**config.mk**
```make
export PLATFORM = sky130hd
export DESIGN_NAME = insn_decoder_flat
export DESIGN_NICKNAME = d
export VERILOG_FILES = /design/src/hdl/rv_pkg.sv /design/src/hdl/core_ifs.sv /design/src/hdl/insn_decoder.sv /design/src/flat_wrapper.sv
export SDC_FILE = /design/constraint.sdc
export NUM_CORES = 1
export LEC_CHECK = 0
export BUFFER_PORTS_ARGS = -buffer_cell sky130_fd_sc_hd__buf_2
export CAP_MARGIN = 20
export CELL_PAD_IN_SITES_DETAIL_PLACEMENT = 1
export CELL_PAD_IN_SITES_GLOBAL_PLACEMENT = 2
export CORE_AREA = 8 8 81 83
export DETAILED_ROUTE_END_ITERATION = 10
export DIE_AREA = 0 0 89 91
export PLACE_DENSITY_LB_ADDON = 0.1
export SETUP_SLACK_MARGIN = 0.2
export SYNTH_ARGS = -nofsm -noshare
export SYNTH_HDL_FRONTEND = slang
export SYNTH_SLANG_ARGS = --single-unit
```
**constraint.sdc**
```tcl
create_clock -name vclk -period 6.01
set_clock_uncertainty 0.2 [all_clocks]
set_input_delay 1.5025 -clock vclk [all_inputs]
set_output_delay 1.5025 -clock vclk [all_outputs]
set_load 0.01 [all_outputs]
```
**src/hdl/rv_pkg.sv**
```systemverilog
`default_nettype none

package rv_pkg;

  // datapath and register index widths
  localparam int XLEN = 32;
  localparam int REG_ADDR_W = 5;

  // program memory geometry
  localparam int PROG_WORDS = 64;
  localparam int PROG_ADDR_W = 6;

  // major opcodes still decoded by the core
  typedef enum logic [6:0] {
    OP_LUI     = 7'b0110111,
    OP_REG_IMM = 7'b0010011,
    OP_REG_REG = 7'b0110011,
    OP_BRANCH  = 7'b1100011,
    OP_SYSTEM  = 7'b1110011
  } opcode_t;

  typedef enum logic [3:0] {
    alu_add,
    alu_sub,
    alu_sll,
    alu_slt,
    alu_sltu,
    alu_xor,
    alu_srl,
    alu_sra,
    alu_or,
    alu_and,
    alu_pass_imm
  } alu_op_t;

  typedef enum logic [2:0] {
    br_eq,
    br_ne,
    br_lt,
    br_ge,
    br_ltu,
    br_geu,
    br_none
  } br_cond_t;

  typedef enum logic [1:0] {
    st_idle,
    st_run,
    st_halted
  } run_state_t;

endpackage

`default_nettype wire

```
**src/hdl/core_ifs.sv**
```systemverilog
`default_nettype none

// decoded view of the current instruction, purely combinational
interface decode_if import rv_pkg::*; ();
  logic [REG_ADDR_W-1:0] rs1;
  logic [REG_ADDR_W-1:0] rs2;
  logic [REG_ADDR_W-1:0] rd;
  logic [XLEN-1:0]       imm;
  logic                  use_imm;
  alu_op_t               alu_op;
  br_cond_t              br_cond;
  logic                  wb_en;
  logic                  is_ecall;
  logic                  is_illegal;

  modport producer (
    output rs1, rs2, rd, imm, use_imm, alu_op, br_cond, wb_en, is_ecall, is_illegal
  );
  modport consumer (
    input rs1, rs2, rd, imm, use_imm, alu_op, br_cond, wb_en, is_ecall, is_illegal
  );
endinterface


`default_nettype wire

```
**src/hdl/insn_decoder.sv**
```systemverilog
`default_nettype none

module insn_decoder import rv_pkg::*; (
  input  logic [XLEN-1:0] insn,
  decode_if.producer      dec
);

  opcode_t         opcode;
  logic [2:0]      funct3;
  logic [6:0]      funct7;
  logic [XLEN-1:0] imm_i;
  logic [XLEN-1:0] imm_b;
  logic [XLEN-1:0] imm_u;

  assign opcode = opcode_t'(insn[6:0]);
  assign funct3 = insn[14:12];
  assign funct7 = insn[31:25];

  assign dec.rd  = insn[11:7];
  assign dec.rs1 = insn[19:15];
  assign dec.rs2 = insn[24:20];

  // sign-extended immediates
  assign imm_i = {{20{insn[31]}}, insn[31:20]};
  assign imm_b = {{20{insn[31]}}, insn[7], insn[30:25], insn[11:8], 1'b0};
  assign imm_u = {insn[31:12], 12'b0};

  always_comb begin
    dec.imm        = imm_i;
    dec.use_imm    = 1'b0;
    dec.alu_op     = alu_add;
    dec.br_cond    = br_none;
    dec.wb_en      = 1'b0;
    dec.is_ecall   = 1'b0;
    dec.is_illegal = 1'b0;
    case (opcode)
      OP_LUI: begin
        dec.imm     = imm_u;
        dec.use_imm = 1'b1;
        dec.alu_op  = alu_pass_imm;
        dec.wb_en   = 1'b1;
      end
      OP_REG_IMM: begin
        dec.use_imm = 1'b1;
        dec.wb_en   = 1'b1;
        case (funct3)
          3'b000: dec.alu_op = alu_add;
          3'b010: dec.alu_op = alu_slt;
          3'b011: dec.alu_op = alu_sltu;
          3'b100: dec.alu_op = alu_xor;
          3'b110: dec.alu_op = alu_or;
          3'b111: dec.alu_op = alu_and;
          3'b001: begin
            dec.alu_op     = alu_sll;
            dec.is_illegal = funct7 != 7'b0000000;
          end
          default: begin
            // srli and srai share funct3 and differ in funct7
            if (funct7 == 7'b0000000) begin
              dec.alu_op = alu_srl;
            end else if (funct7 == 7'b0100000) begin
              dec.alu_op = alu_sra;
            end else begin
              dec.is_illegal = 1'b1;
            end
          end
        endcase
      end
      OP_REG_REG: begin
        dec.wb_en = 1'b1;
        if (funct7 == 7'b0000000) begin
          case (funct3)
            3'b000:  dec.alu_op = alu_add;
            3'b001:  dec.alu_op = alu_sll;
            3'b010:  dec.alu_op = alu_slt;
            3'b011:  dec.alu_op = alu_sltu;
            3'b100:  dec.alu_op = alu_xor;
            3'b101:  dec.alu_op = alu_srl;
            3'b110:  dec.alu_op = alu_or;
            default: dec.alu_op = alu_and;
          endcase
        end else if (funct7 == 7'b0100000 && funct3 == 3'b000) begin
          dec.alu_op = alu_sub;
        end else if (funct7 == 7'b0100000 && funct3 == 3'b101) begin
          dec.alu_op = alu_sra;
        end else begin
          dec.is_illegal = 1'b1;
        end
      end
      OP_BRANCH: begin
        dec.imm = imm_b;
        case (funct3)
          3'b000:  dec.br_cond = br_eq;
          3'b001:  dec.br_cond = br_ne;
          3'b100:  dec.br_cond = br_lt;
          3'b101:  dec.br_cond = br_ge;
          3'b110:  dec.br_cond = br_ltu;
          3'b111:  dec.br_cond = br_geu;
          default: dec.is_illegal = 1'b1;
        endcase
      end
      OP_SYSTEM: begin
        // only the all-zero ecall encoding is accepted
        if (insn[31:7] == 25'd0) begin
          dec.is_ecall = 1'b1;
        end else begin
          dec.is_illegal = 1'b1;
        end
      end
      default: dec.is_illegal = 1'b1;
    endcase
    // an illegal word must not write back
    if (dec.is_illegal) begin
      dec.wb_en = 1'b0;
    end
  end

endmodule

`default_nettype wire

```
**src/flat_wrapper.sv**
```systemverilog
// flat-port wrapper written by rule: the top's interface ports become plain ports
module insn_decoder_flat import rv_pkg::*;
  (insn, dec_rs1, dec_rs2, dec_rd, dec_imm, dec_use_imm, dec_alu_op, dec_br_cond, dec_wb_en, dec_is_ecall, dec_is_illegal);
  decode_if dec_i ();
  input  logic [XLEN-1:0] insn;
  output wire logic [$bits(dec_i.rs1)-1:0] dec_rs1;
  output wire logic [$bits(dec_i.rs2)-1:0] dec_rs2;
  output wire logic [$bits(dec_i.rd)-1:0] dec_rd;
  output wire logic [$bits(dec_i.imm)-1:0] dec_imm;
  output wire logic [$bits(dec_i.use_imm)-1:0] dec_use_imm;
  output wire logic [$bits(dec_i.alu_op)-1:0] dec_alu_op;
  output wire logic [$bits(dec_i.br_cond)-1:0] dec_br_cond;
  output wire logic [$bits(dec_i.wb_en)-1:0] dec_wb_en;
  output wire logic [$bits(dec_i.is_ecall)-1:0] dec_is_ecall;
  output wire logic [$bits(dec_i.is_illegal)-1:0] dec_is_illegal;
  assign dec_rs1 = dec_i.rs1;
  assign dec_rs2 = dec_i.rs2;
  assign dec_rd = dec_i.rd;
  assign dec_imm = dec_i.imm;
  assign dec_use_imm = dec_i.use_imm;
  assign dec_alu_op = dec_i.alu_op;
  assign dec_br_cond = dec_i.br_cond;
  assign dec_wb_en = dec_i.wb_en;
  assign dec_is_ecall = dec_i.is_ecall;
  assign dec_is_illegal = dec_i.is_illegal;
  insn_decoder u_core (.insn(insn), .dec(dec_i));
endmodule
```
---- After elaboration in Yosys (flattened, before gate mapping) ----
Index checks and enable logic that the tools add are counted.
storage, ports and cells
  bits in registers ....................... 0
  input port bits ......................... 32
operators by class
  muxes and demuxes ....................... 25
  reductions and logical operators ........ 10
  eq/ne operators ......................... 13
operators by type and width
  operator                                                               number
  31-bit case mux with 2 select lines                                    1
  4-bit case mux with 7 select lines                                     2
  25-bit logical NOT                                                     1
  7-bit by 6-bit equality test with 1-bit output, second input constant  3
  3-bit case mux with 6 select lines                                     1
  7-bit equality test, second input constant                             2
  3-bit equality test, second input constant                             4
  1-bit 2-to-1 mux                                                       12
  4-bit 2-to-1 mux                                                       3
  4-bit case mux with 3 select lines                                     1
  6-bit OR reduction                                                     2
  3-bit 2-to-1 mux                                                       3
  7-bit by 5-bit equality test with 1-bit output, second input constant  1
  7-bit logical NOT                                                      1
  7-bit nonzero test                                                     1
  3-bit by 2-bit equality test with 1-bit output, second input constant  2
  1-bit case mux with 5 select lines                                     1
  3-bit by 1-bit equality test with 1-bit output, second input constant  1
  3-bit logical NOT                                                      1
  3-bit OR reduction                                                     1
  1-bit logical AND                                                      2
  1-bit case mux with 2 select lines                                     1
  2-bit OR reduction                                                     1

---- Depth between registers and ports, before layout ----
Gate-level depths: netlist of run 1.
  depth after elaboration ................. 7
  depth in mapped cells ................... 8

---- Worst setup path after synthesis of run 1 ----
OpenSTA, ideal clock, no wires.
  path kind ............................... input -> output
  from .................................... in insn[31]
  to ...................................... out dec_alu_op[0]
  path buffers ............................ 0
  path slack .............................. 1.184 ns
  stages .................................. 5
  arrival ................................. 3.124 ns
  required time ........................... 4.307 ns
  path through ............................ or4_4 > or3_4 > or3_1 > a311oi_1 > a311o_2
on the way
  cells in the longest elaborated chain, start to end .. 6
ends and longest elaborated chain
  what                                                                                    line                source
  start, declared                                                                         flat_wrapper.sv:5   input logic [XLEN-1:0] insn;
  branches (longest 5 deep; another with 7-bit by 6-bit equality test with 1-bit output)  n/a
  4-bit case mux with 3 select lines (*)                                                  insn_decoder.sv:36  case (opcode)
  end, declared                                                                           flat_wrapper.sv:11  output wire logic [$bits(dec_i.alu_op)-1:0] dec_alu_op;
Mark *: on every way between the ends.

---- Worst setup path after layout of run 1 ----
Same ends and word-level chain as after synthesis.

==> results of run 1 <==
## stage by stage
step,cells,setup WS (ns),util (%),power (mW)
floorplan,135,1.18,-,0.0463
global placement,274,0.900,24.6,0.0796
detailed placement,274,0.854,24.6,0.0798
CTS,274,0.853,24.6,0.0801
global route,274,0.767,24.6,0.0868
finish,274,0.872,24.6,0.0784
## cell usage in the layout, fill, tap and decap left out, types with 2 or more instances in the layout
master | synthesis | final
a211oi_1 | 2 | 2
a21o_1 | 20 | 20
a21oi_1 | 3 | 3
a22o_1 | 4 | 4
and2_1 | 2 | 2
and3_1 | 5 | 5
and4b_1 | 2 | 2
buf_2 | 1 | 90
buf_4 | 16 | 3
ha_1 | 5 | 5
inv_1 | 5 | 5
nand2_1 | 7 | 7
nand2b_1 | 3 | 3
nor2_1 | 7 | 7
nor2b_1 | 8 | 8
nor4_1 | 3 | 3
o21ai_0 | 5 | 5
o22a_1 | 2 | 2
o22ai_1 | 5 | 5
xnor2_1 | 2 | 2
## worst max-delay path: stages
cell      delay (ns)
buf_2           0.11
or4_4           0.53
or3_4           0.38
or3_1           0.35
a311oi_1        0.29
a311o_2         0.15
buf_2           0.12
## per-layer routing
metal	vias up	GRT usage [%]	part of all wire [%]
met3	0	2.61	6.3
li1	613	-	-
met5	-	0	0
met2	37	20.5	53
met4	0	0.277	0
met1	607	11.9	40
## where the power goes
group	internal [mW]	switching [mW]
logic	0.0343	0.0441
registers	0	0
clock network	0	0
## kinds of logic after synthesis
logic type	after synthesis	synth area share (%)
buffers and inverters	31	19.6
xor gates and xnor gates	3	2.89
muxes	1	1.24
and+or+nand+nor	48	32.1
adders and majority gates	5	6.89
AOI/OAI and AO/OA	47	37.3
## cell type report
cell class,count,area [um^2],area share (%)
inverter,5,18.8,1.43
multi-input combinational,104,731,55.7
tap,72,90.1,6.86
timing repair buffer,93,473,36.0
## final timing paths
kind	depth (start not counted)	start	slack (ns)	endpoint
setup / recovery	7	insn[31]	0.87	dec_alu_op[0]
hold / removal	2	insn[31]	3.02	dec_imm[31]
==> results_tabular.tex, run 1 <==
\begin{tabular}{lr}
\hline
Metric & Value \\
\hline
\multicolumn{2}{l}{\textbf{Placement}} \\
\quad Post-place instance area & $\sim$1300 um\^{}2 \\
\quad Placer's final routability congestion estimate & $\sim$0.85 \\
\quad HPWL after detailed placement & 3.86 mm \\
\quad I/O Buffers & 90 \\
\multicolumn{2}{l}{\textbf{STA}} \\
\quad Slew @ Worst Pin & $\sim$0.56 ns \\
\quad Period minus WS final & a little over 5 ns \\
\quad Worst slew margin & between 60\% and 70\% \\
\quad RSZ-0062 raised after global routing & false \\
\quad Final worst hold slack & around 3.0 ns \\
\quad Number of failing setup endpoints in the final timing report & 0 \\
\quad Final-layout setup total negative slack & 0 ns \\
\quad Count of final hold-check violations & 0 \\
\quad Pins over their slew limit & 0 \\
\quad Fmax & 0.195 GHz \\
\quad Final worst-path cycle share & around 85\% \\
\multicolumn{2}{l}{\textbf{Global route}} \\
\quad Largest net degree at the start of global routing & 21 \\
\quad Wire length of the first global-routing pass & approximately 7.3 mm \\
\quad Total congestion overflow & 0 \\
\quad Overall routing resource usage & roughly 11\% \\
\quad Number of global-route vias before repair & about 1,400 \\
\quad Number of antenna violations at the first check in global routing & 0 \\
\multicolumn{2}{l}{\textbf{Route}} \\
\quad Count of antenna-violating nets left after detailed routing & 0 \\
\quad Total detailed-routing wirelength & approximately 4.5 mm \\
\quad Routed via count divided by cell count & about 4.6 \\
\quad Post-route DRC violation count & 0 \\
\quad Vias post-DR & about 1,300 \\
\quad First DRT Iteration DRCs & 32 \\
\quad Average wire length per cell after detail routing & between 15 and 20 um \\
\quad Number of iterations in the first detailed-routing pass & 3 \\
\multicolumn{2}{l}{\textbf{Yosys}} \\
\quad Cell taking the most area after synthesis & a21o\_1 \\
\quad Sequential element share of the synthesized area & 0\% \\
\quad Post-synthesis cell area & 908 um\^{}2 \\
\quad Dominant cell by count in the synthesized netlist & a21o\_1 \\
\quad Synth Net Count & 172 \\
\quad Most used standard cells in the synthesized netlist & a21o\_1, buf\_4, clkbuf\_1, nor2b\_1 \\
\quad Gate count of the mapped netlist & 135 \\
\quad Top-area cell type share of the netlist area & around 17\% \\
\quad Number of distinct library cells after synthesis & 40 \\
\quad Number of warning messages in the yosys log & 0 \\
\quad Average size of a mapped cell & just under 7 um\^{}2 \\
\quad Largest cells by area after synthesis & a21o\_1, buf\_4, ha\_1 \\
\multicolumn{2}{l}{\textbf{Flow run}} \\
\quad Max capacitance violation total & 0 \\
\multicolumn{2}{l}{\textbf{Power}} \\
\quad Power density over cell area & 59.7 nW/um\^{}2 \\
\quad Worst IR drop on VDD & about 21 uV \\
\quad Leakage power summed over all cells & around 0.76 nW \\
\multicolumn{2}{l}{\textbf{Finish}} \\
\quad Fin area & $\sim$1300 um\^{}2 \\
\quad NumNets Final & between 200 and 250 \\
\quad Sequential Area & 0 um\^{}2 \\
\quad Count of clock buffers in the final design & 0 \\
\quad Number of fill cells & slightly above 700 \\
\quad Layout cells sized above 1 & 49.0\% \\
\quad Synth-to-Final Area Change & 44.5\% \\
\quad Sequential cell count & 0 \\
\quad Antenna diode count & 0 \\
\multicolumn{2}{l}{\textbf{Die}} \\
\quad Die width & 89 um \\
\quad Initial standard-cell utilization of the core & between 10\% and 20\% \\
\quad Row count & 27 \\
\quad Top Ports & 90 \\
\quad Area of the core & 5340 um\^{}2 \\
\quad Die area & between 8000 and 9000 um\^{}2 \\
\quad Die span in y & between 90 and 100 um \\
\multicolumn{2}{l}{\textbf{Worst setup path}} \\
\quad Type of the worst setup path & in2out \\
\quad Data arrival time of the worst path & between 3 and 4 ns \\
\quad Type of element launching the critical path & input pin \\
\quad Sort of element at the end of the critical path & primary output \\
\quad Worst endpoint required time & between 4 and 5 ns \\
\quad Largest fanout of any net on the critical path & 6 \\
\multicolumn{2}{l}{\textbf{Hold path}} \\
\quad Min-delay worst type & in2out \\
\multicolumn{2}{l}{\textbf{Clocking}} \\
\quad Hold buffer count at cts & 0 \\
\quad Post-CTS setup-driven buffer insertion count & 0 \\
\quad Post-cts gate resize count & 0 \\
\multicolumn{2}{l}{\textbf{Run status}} \\
\quad Run status & finished, final reports clean \\
\hline
\end{tabular}
(Power assumes the default switching activity.)
==> run 2: changes to the inputs <==
==> constraint.sdc (replaced) <==
create_clock -name vclk -period 6.01
set_clock_uncertainty 0.2 [all_clocks]
set_input_delay 1.5025 -clock vclk [all_inputs]
set_output_delay 1.5025 -clock vclk [all_outputs]
set_load 0.02 [all_outputs]
==> results_tabular.tex, run 2 (synthesis gave the netlist of run 1 again) <==
\begin{tabular}{lr}
\hline
Metric & Value \\
\hline
\multicolumn{2}{l}{\textbf{STA}} \\
\quad Fmax & 0.194 GHz (-0.50\%) \\
\quad Final worst-path cycle share & 85.9\% (+0.43 points) \\
\quad RSZ-0062 raised after global routing & false \\
\quad Final-layout setup total negative slack & 0 ns (unchanged) \\
\quad Number of failing setup endpoints in the final timing report & 0 (unchanged) \\
\quad Count of final hold-check violations & 0 (unchanged) \\
\quad Pins over their slew limit & 0 (unchanged) \\
\quad Period minus WS final & 5.16 ns (+0.0258 ns) \\
\quad Worst slew margin & 65.1\% (+2.6 points) \\
\quad Slew @ Worst Pin & 0.520 ns (-0.0386 ns) \\
\multicolumn{2}{l}{\textbf{Placement}} \\
\quad Post-place instance area & 1310 um\^{}2 (unchanged) \\
\quad I/O Buffers & 90 (unchanged) \\
\quad Cells after DPL & 274 (unchanged) \\
\quad Placer's final routability congestion estimate & 0.840 (-1.3\%) \\
\quad HPWL after detailed placement & 3.91 mm (+1.1\%) \\
\multicolumn{2}{l}{\textbf{Finish}} \\
\quad Most common cell after layout, fill and taps aside & buf\_2 \\
\quad Layout cells sized above 1 & 49.0\% (unchanged) \\
\quad NumNets Final & 241 (unchanged) \\
\quad Sequential Area & 0 um\^{}2 (unchanged) \\
\quad Count of clock buffers in the final design & 0 (unchanged) \\
\quad Post-route core utilization & 24.6\% (unchanged) \\
\quad Antenna diode count & 0 (unchanged) \\
\quad Number of fill cells & 750 (+3.6\%) \\
\quad Sequential cell count & 0 (unchanged) \\
\quad Fin area & 1310 um\^{}2 (unchanged) \\
\quad Leading cell types in the layout, fill and taps excluded & buf\_2, a21o\_1, nor2b\_1 \\
\quad Number of standard cells in the final layout excluding fillers & 274 (unchanged) \\
\quad Synth-to-Final Area Change & 44.5\% (unchanged) \\
\multicolumn{2}{l}{\textbf{Hold path}} \\
\quad Hold Path End & dec\_rs1[3] \\
\quad Min-delay worst type & in2out \\
\quad Startpoint of the tightest hold check path & insn[18] \\
\quad WHS Path Cells & 2 (unchanged) \\
\multicolumn{2}{l}{\textbf{Clocking}} \\
\quad Post-CTS setup-driven buffer insertion count & 0 (unchanged) \\
\quad Post-cts gate resize count & 0 (unchanged) \\
\quad Hold buffer count at cts & 0 (unchanged) \\
\multicolumn{2}{l}{\textbf{Power}} \\
\quad Power, Total & 92.3 uW (+18\%) \\
\quad Switching Share & 62.8\% (+6.5 points) \\
\quad Internal Power & 34.4 uW (+0.30\%) \\
\quad Leakage power summed over all cells & 0.760 nW (unchanged) \\
\quad Combinational power share & 100.0\% (about the same) \\
\quad Worst IR drop on VDD & 22.0 uV (+4.8\%) \\
\quad Power density over cell area & 70.3 nW/um\^{}2 (+18\%) \\
\quad P\_sw & 57.9 uW (+31\%) \\
\quad Fraction of power consumed by the clock network & 0\% (unchanged) \\
\quad Sequential power share & 0\% (unchanged) \\
\multicolumn{2}{l}{\textbf{Route}} \\
\quad Average wire length per cell after detail routing & 16.6 um (+1.9\%) \\
\quad Routed via count divided by cell count & 4.65 (+1.4\%) \\
\quad Total detailed-routing wirelength & 4.54 mm (+1.9\%) \\
\quad Vias post-DR & 1,274 (+1.4\%) \\
\quad Post-route DRC violation count & 0 (unchanged) \\
\quad Count of antenna-violating nets left after detailed routing & 0 (unchanged) \\
\quad Number of iterations in the first detailed-routing pass & 4 (+1) \\
\quad First DRT Iteration DRCs & 29 (-9.4\%) \\
\multicolumn{2}{l}{\textbf{Worst setup path}} \\
\quad Data arrival time of the worst path & 3.46 ns (+0.02 ns) \\
\quad Type of element launching the critical path & input pin \\
\quad Sort of element at the end of the critical path & primary output \\
\quad Type of the worst setup path & in2out \\
\quad Worst endpoint required time & 4.31 ns (about the same) \\
\quad Largest fanout of any net on the critical path & 6 (unchanged) \\
\multicolumn{2}{l}{\textbf{Die}} \\
\quad Top Ports & 90 (unchanged) \\
\quad Die area & 8100 um\^{}2 (unchanged) \\
\quad Die span in y & 91 um (unchanged) \\
\quad Row count & 27 (unchanged) \\
\quad Area of the core & 5340 um\^{}2 (unchanged) \\
\quad Die width & 89 um (unchanged) \\
\quad Initial standard-cell utilization of the core & 17.0\% (unchanged) \\
\multicolumn{2}{l}{\textbf{Global route}} \\
\quad Largest net degree at the start of global routing & 21 (unchanged) \\
\quad Number of antenna violations at the first check in global routing & 0 (unchanged) \\
\quad Overall routing resource usage & 10.9\% (+0.18 points) \\
\quad Total congestion overflow & 0 (unchanged) \\
\quad Wire length of the first global-routing pass & 7.35 mm (+0.95\%) \\
\quad Number of global-route vias before repair & 1,404 (+0.21\%) \\
\multicolumn{2}{l}{\textbf{Run status}} \\
\quad Run status & finished, final reports clean \\
\multicolumn{2}{l}{\textbf{Flow run}} \\
\quad Max capacitance violation total & 0 (unchanged) \\
\hline
\end{tabular}
## run 2: cell counts in the layout (fill, tap and decap cells not counted)
Identical to the previous run, type by type.
## run 2: critical path, cell delays in order
cell	delay, ns
buf_2	0.11
or4_4	0.53
or3_4	0.38
nor4_1	0.40
o211ai_1	0.20
a21o_1	0.18
buf_2	0.16
## run 2: layout make-up
| type | instances | area [um^2] | area share [%] |
|---|---|---|---|
| Multi-Input combinational cell | 104 | 731 | 55.7 |
| Tap cell | 72 | 90.1 | 6.86 |
| Timing Repair Buffer | 93 | 473 | 36.0 |
| Inverter | 5 | 18.8 | 1.43 |
## run 2: power groups by stage
stage / Sequential, mW / Clock (mW) / Combinational, mW
3_3_place_gp: 0 / 0 / 0.0933
5_1_grt: 0 / 0 / 0.101
2_1_floorplan: 0 / 0 / 0.0603
6_report: 0 / 0 / 0.0923
4_1_cts: 0 / 0 / 0.0942
3_5_place_dp: 0 / 0 / 0.0939
## run 2: how the worst max path moves through the flow
stage,from,endpoint,cells past startpoint
after floorplan,insn[31],dec_alu_op[0],5
after global placement,insn[31],dec_is_illegal,7
final,insn[31],dec_is_illegal,7
after CTS,insn[31],dec_is_illegal,7
after detailed placement,insn[31],dec_is_illegal,7
after global routing,insn[31],dec_is_illegal,7
## run 2: per-layer routing
metal  part of all wire, %  wire length, um  track usage [%]
met5                     0                0                0
met4                     0                0            0.555
met3                   6.5              293             2.25
met2                    53             2420             21.2
met1                    40             1820             12.0
## run 2: stage by stage
stage,setup WS (ns),hold WS [ns]
3_5_place_dp,0.828,3.07
5_1_grt,0.701,3.07
4_1_cts,0.823,3.07
6_report,0.846,3.06
2_1_floorplan,1.15,2.92
3_3_place_gp,0.882,3.06
==> run 3: changes to the inputs <==
--- a/config.mk
+++ b/config.mk
@@ -5,13 +5,14 @@
 export SDC_FILE = /design/constraint.sdc
 export NUM_CORES = 1
 export LEC_CHECK = 0
+export ABC_AREA = 1
 export BUFFER_PORTS_ARGS = -buffer_cell sky130_fd_sc_hd__buf_2
 export CAP_MARGIN = 20
 export CELL_PAD_IN_SITES_DETAIL_PLACEMENT = 1
 export CELL_PAD_IN_SITES_GLOBAL_PLACEMENT = 2
-export CORE_AREA = 8 8 81 83
+export CORE_AREA = 8 8 84 86
 export DETAILED_ROUTE_END_ITERATION = 10
-export DIE_AREA = 0 0 89 91
+export DIE_AREA = 0 0 92 94
 export PLACE_DENSITY_LB_ADDON = 0.1
 export SETUP_SLACK_MARGIN = 0.2
 export SYNTH_ARGS = -nofsm -noshare
==> results_tabular.tex, run 3 <==
\begin{tabular}{lr}
\hline
Metric & Value \\
\hline
\multicolumn{2}{l}{\textbf{Finish}} \\
\quad Number of standard cells in the final layout excluding fillers & 328 (+20\%) \\
\quad Leading cell types in the layout, fill and taps excluded & buf\_2, nand2\_1, inv\_1, nor2\_1, o21ai\_0 \\
\quad Synth-to-Final Area Change & 42.5\% \\
\quad Fin area & 1360 um\^{}2 (+3.6\%) \\
\quad Sequential cell count & 0 (unchanged) \\
\quad Most common cell after layout, fill and taps aside & buf\_2 \\
\quad Layout cells sized above 1 & 43.1\% (-5.9 points) \\
\quad Count of clock buffers in the final design & 0 (unchanged) \\
\quad Sequential Area & 0 um\^{}2 (unchanged) \\
\quad NumNets Final & 292 (+21\%) \\
\quad Antenna diode count & 0 (unchanged) \\
\multicolumn{2}{l}{\textbf{Worst setup path}} \\
\quad Type of the worst setup path & in2out \\
\quad Worst endpoint required time & 4.31 ns (about the same) \\
\quad Type of element launching the critical path & input pin \\
\quad Data arrival time of the worst path & 2.87 ns (-0.59 ns) \\
\quad Sort of element at the end of the critical path & primary output \\
\quad Largest fanout of any net on the critical path & 25 (+19) \\
\multicolumn{2}{l}{\textbf{Die}} \\
\quad Die width & 92 um (+3.4\%) \\
\quad Area of the core & 5750 um\^{}2 (+7.6\%) \\
\quad Top Ports & 90 (unchanged) \\
\quad Die span in y & 94 um (+3.3\%) \\
\quad Initial standard-cell utilization of the core & 16.6\% (-0.40 points) \\
\quad Die area & 8650 um\^{}2 (+6.8\%) \\
\quad Row count & 28 (+3.7\%) \\
\multicolumn{2}{l}{\textbf{Placement}} \\
\quad Placer's final routability congestion estimate & 0.753 (-10\%) \\
\quad HPWL after detailed placement & 3.97 mm (+1.5\%) \\
\quad Post-place instance area & 1360 um\^{}2 (+3.6\%) \\
\quad I/O Buffers & 90 (unchanged) \\
\quad Cells after DPL & 328 (+20\%) \\
\quad Place WS & 1.39 ns (+0.563 ns) \\
\multicolumn{2}{l}{\textbf{Yosys}} \\
\quad Top-area cell type share of the netlist area & 12.6\% (-3.9 points) \\
\quad Dominant cell by count in the synthesized netlist & nand2\_1 \\
\quad Number of warning messages in the yosys log & 0 (unchanged) \\
\quad Post-synthesis cell area & 955 um\^{}2 (+5.1\%) \\
\quad Gate count of the mapped netlist & 183 (+36\%) \\
\quad Number of distinct library cells after synthesis & 29 (-28\%) \\
\quad Synth Net Count & 220 (+28\%) \\
\quad Most used standard cells in the synthesized netlist & nand2\_1, inv\_1, nor2\_1, o21ai\_0, buf\_4 \\
\quad Cell taking the most area after synthesis & buf\_4 \\
\quad Sequential element share of the synthesized area & 0\% (unchanged) \\
\quad Largest cells by area after synthesis & buf\_4, nand2\_1, o21ai\_0 \\
\quad Average size of a mapped cell & 5.22 um\^{}2 (-22\%) \\
\multicolumn{2}{l}{\textbf{Hold path}} \\
\quad Min-delay worst type & in2out \\
\multicolumn{2}{l}{\textbf{STA}} \\
\quad Number of failing setup endpoints in the final timing report & 0 (unchanged) \\
\quad Worst setup slack after layout & 1.43 ns (+0.588 ns) \\
\quad Count of final hold-check violations & 0 (unchanged) \\
\quad Worst slew margin & 67.6\% (+2.5 points) \\
\quad Fmax & 0.219 GHz (+13\%) \\
\quad Final worst-path cycle share & 76.1\% (-9.8 points) \\
\quad Final worst hold slack & 3.04 ns (-0.0221 ns) \\
\quad Slew @ Worst Pin & 0.485 ns (-0.0357 ns) \\
\quad Pins over their slew limit & 0 (unchanged) \\
\quad Final-layout setup total negative slack & 0 ns (unchanged) \\
\quad Period minus WS final & 4.58 ns (-0.588 ns) \\
\quad RSZ-0062 raised after global routing & false \\
\multicolumn{2}{l}{\textbf{Power}} \\
\quad Sequential power share & 0\% (unchanged) \\
\quad Fraction of power consumed by the clock network & 0\% (unchanged) \\
\quad Internal Power & 29.2 uW (-15\%) \\
\quad Power density over cell area & 66.0 nW/um\^{}2 (-6.2\%) \\
\quad Leakage power summed over all cells & 0.782 nW (+2.9\%) \\
\quad Combinational power share & 100.0\% (about the same) \\
\quad Worst IR drop on VDD & 20.6 uV (-6.2\%) \\
\quad Switching Share & 67.5\% (+4.7 points) \\
\quad P\_sw & 60.6 uW (+4.5\%) \\
\multicolumn{2}{l}{\textbf{Route}} \\
\quad Average wire length per cell after detail routing & 14.0 um (-16\%) \\
\quad Post-route DRC violation count & 0 (unchanged) \\
\quad Vias post-DR & 1,333 (+4.6\%) \\
\quad Routed via count divided by cell count & 4.06 (-13\%) \\
\quad Count of antenna-violating nets left after detailed routing & 0 (unchanged) \\
\quad First DRT Iteration DRCs & 37 (+28\%) \\
\quad Total detailed-routing wirelength & 4.58 mm (+0.82\%) \\
\quad Number of iterations in the first detailed-routing pass & 4 (unchanged) \\
\multicolumn{2}{l}{\textbf{Global route}} \\
\quad Largest net degree at the start of global routing & 26 (+24\%) \\
\quad Wire length of the first global-routing pass & 7.52 mm (+2.4\%) \\
\quad Overall routing resource usage & 10.2\% (-0.69 points) \\
\quad Number of global-route vias before repair & 1,488 (+6.0\%) \\
\quad Number of antenna violations at the first check in global routing & 0 (unchanged) \\
\quad Total congestion overflow & 0 (unchanged) \\
\multicolumn{2}{l}{\textbf{Clocking}} \\
\quad Post-cts gate resize count & 0 (unchanged) \\
\quad Post-CTS setup-driven buffer insertion count & 0 (unchanged) \\
\quad Hold buffer count at cts & 0 (unchanged) \\
\multicolumn{2}{l}{\textbf{Flow run}} \\
\quad Max capacitance violation total & 0 (unchanged) \\
\multicolumn{2}{l}{\textbf{Run status}} \\
\quad Run status & finished, final reports clean \\
\hline
\end{tabular}
-- run 3: per-stage QoR --
stage / utilization (%) / power, mW
4_1_cts: 23.7 / 0.0919
6_report: 23.7 / 0.0898
3_5_place_dp: 23.7 / 0.0916
2_1_floorplan: - / 0.0590
3_3_place_gp: 23.7 / 0.0923
5_1_grt: 23.7 / 0.0994
-- run 3: power groups by stage --
stage	combinational [mW]	clock (mW)	sequential [mW]
floorplan	0.0590	0	0
global placement	0.0923	0	0
detailed placement	0.0916	0	0
CTS	0.0919	0	0
global route	0.0994	0	0
finish	0.0898	0	0
-- run 3: path summary, 6_finish.rpt --
check	from	cells past startpoint	end	slack, ns
max	insn[1]	8	dec_wb_en	1.43
min	insn[19]	2	dec_rs1[4]	3.04
-- run 3: final cells by class --
type / count / area, um^2
Fill cell: 802 / 4390
Multi-Input combinational cell: 130 / 692
Timing Repair Buffer: 90 / 450
Inverter: 33 / 124
Tap cell: 75 / 93.8
-- run 3: cell families (layout without fill, tap and decap cells) --
kind of cell	count (synthesis)	after routing	share of synthesized area [%]
AND/OR/NAND/NOR	89	89	43.6
AO/OA/AOI/OAI	36	36	22.3
buffers and inverters	53	123	27.5
adder cells (fa/ha/maj)	5	5	6.55
-- run 3: critical path, stage by stage --
cell     delay (ns)
buf_2          0.08
nand2_1        0.09
nor3_1         0.18
nand2_2        0.33
nand2_1        0.23
nor2_1         0.07
nor3_1         0.20
buf_2          0.20
-- run 3: routing by layer --
layer | track usage [%] | wire [um]
met4 | 0 | 0
met3 | 3.04 | 381
met5 | 0 | 0
met2 | 18.0 | 2100
met1 | 12.6 | 2100
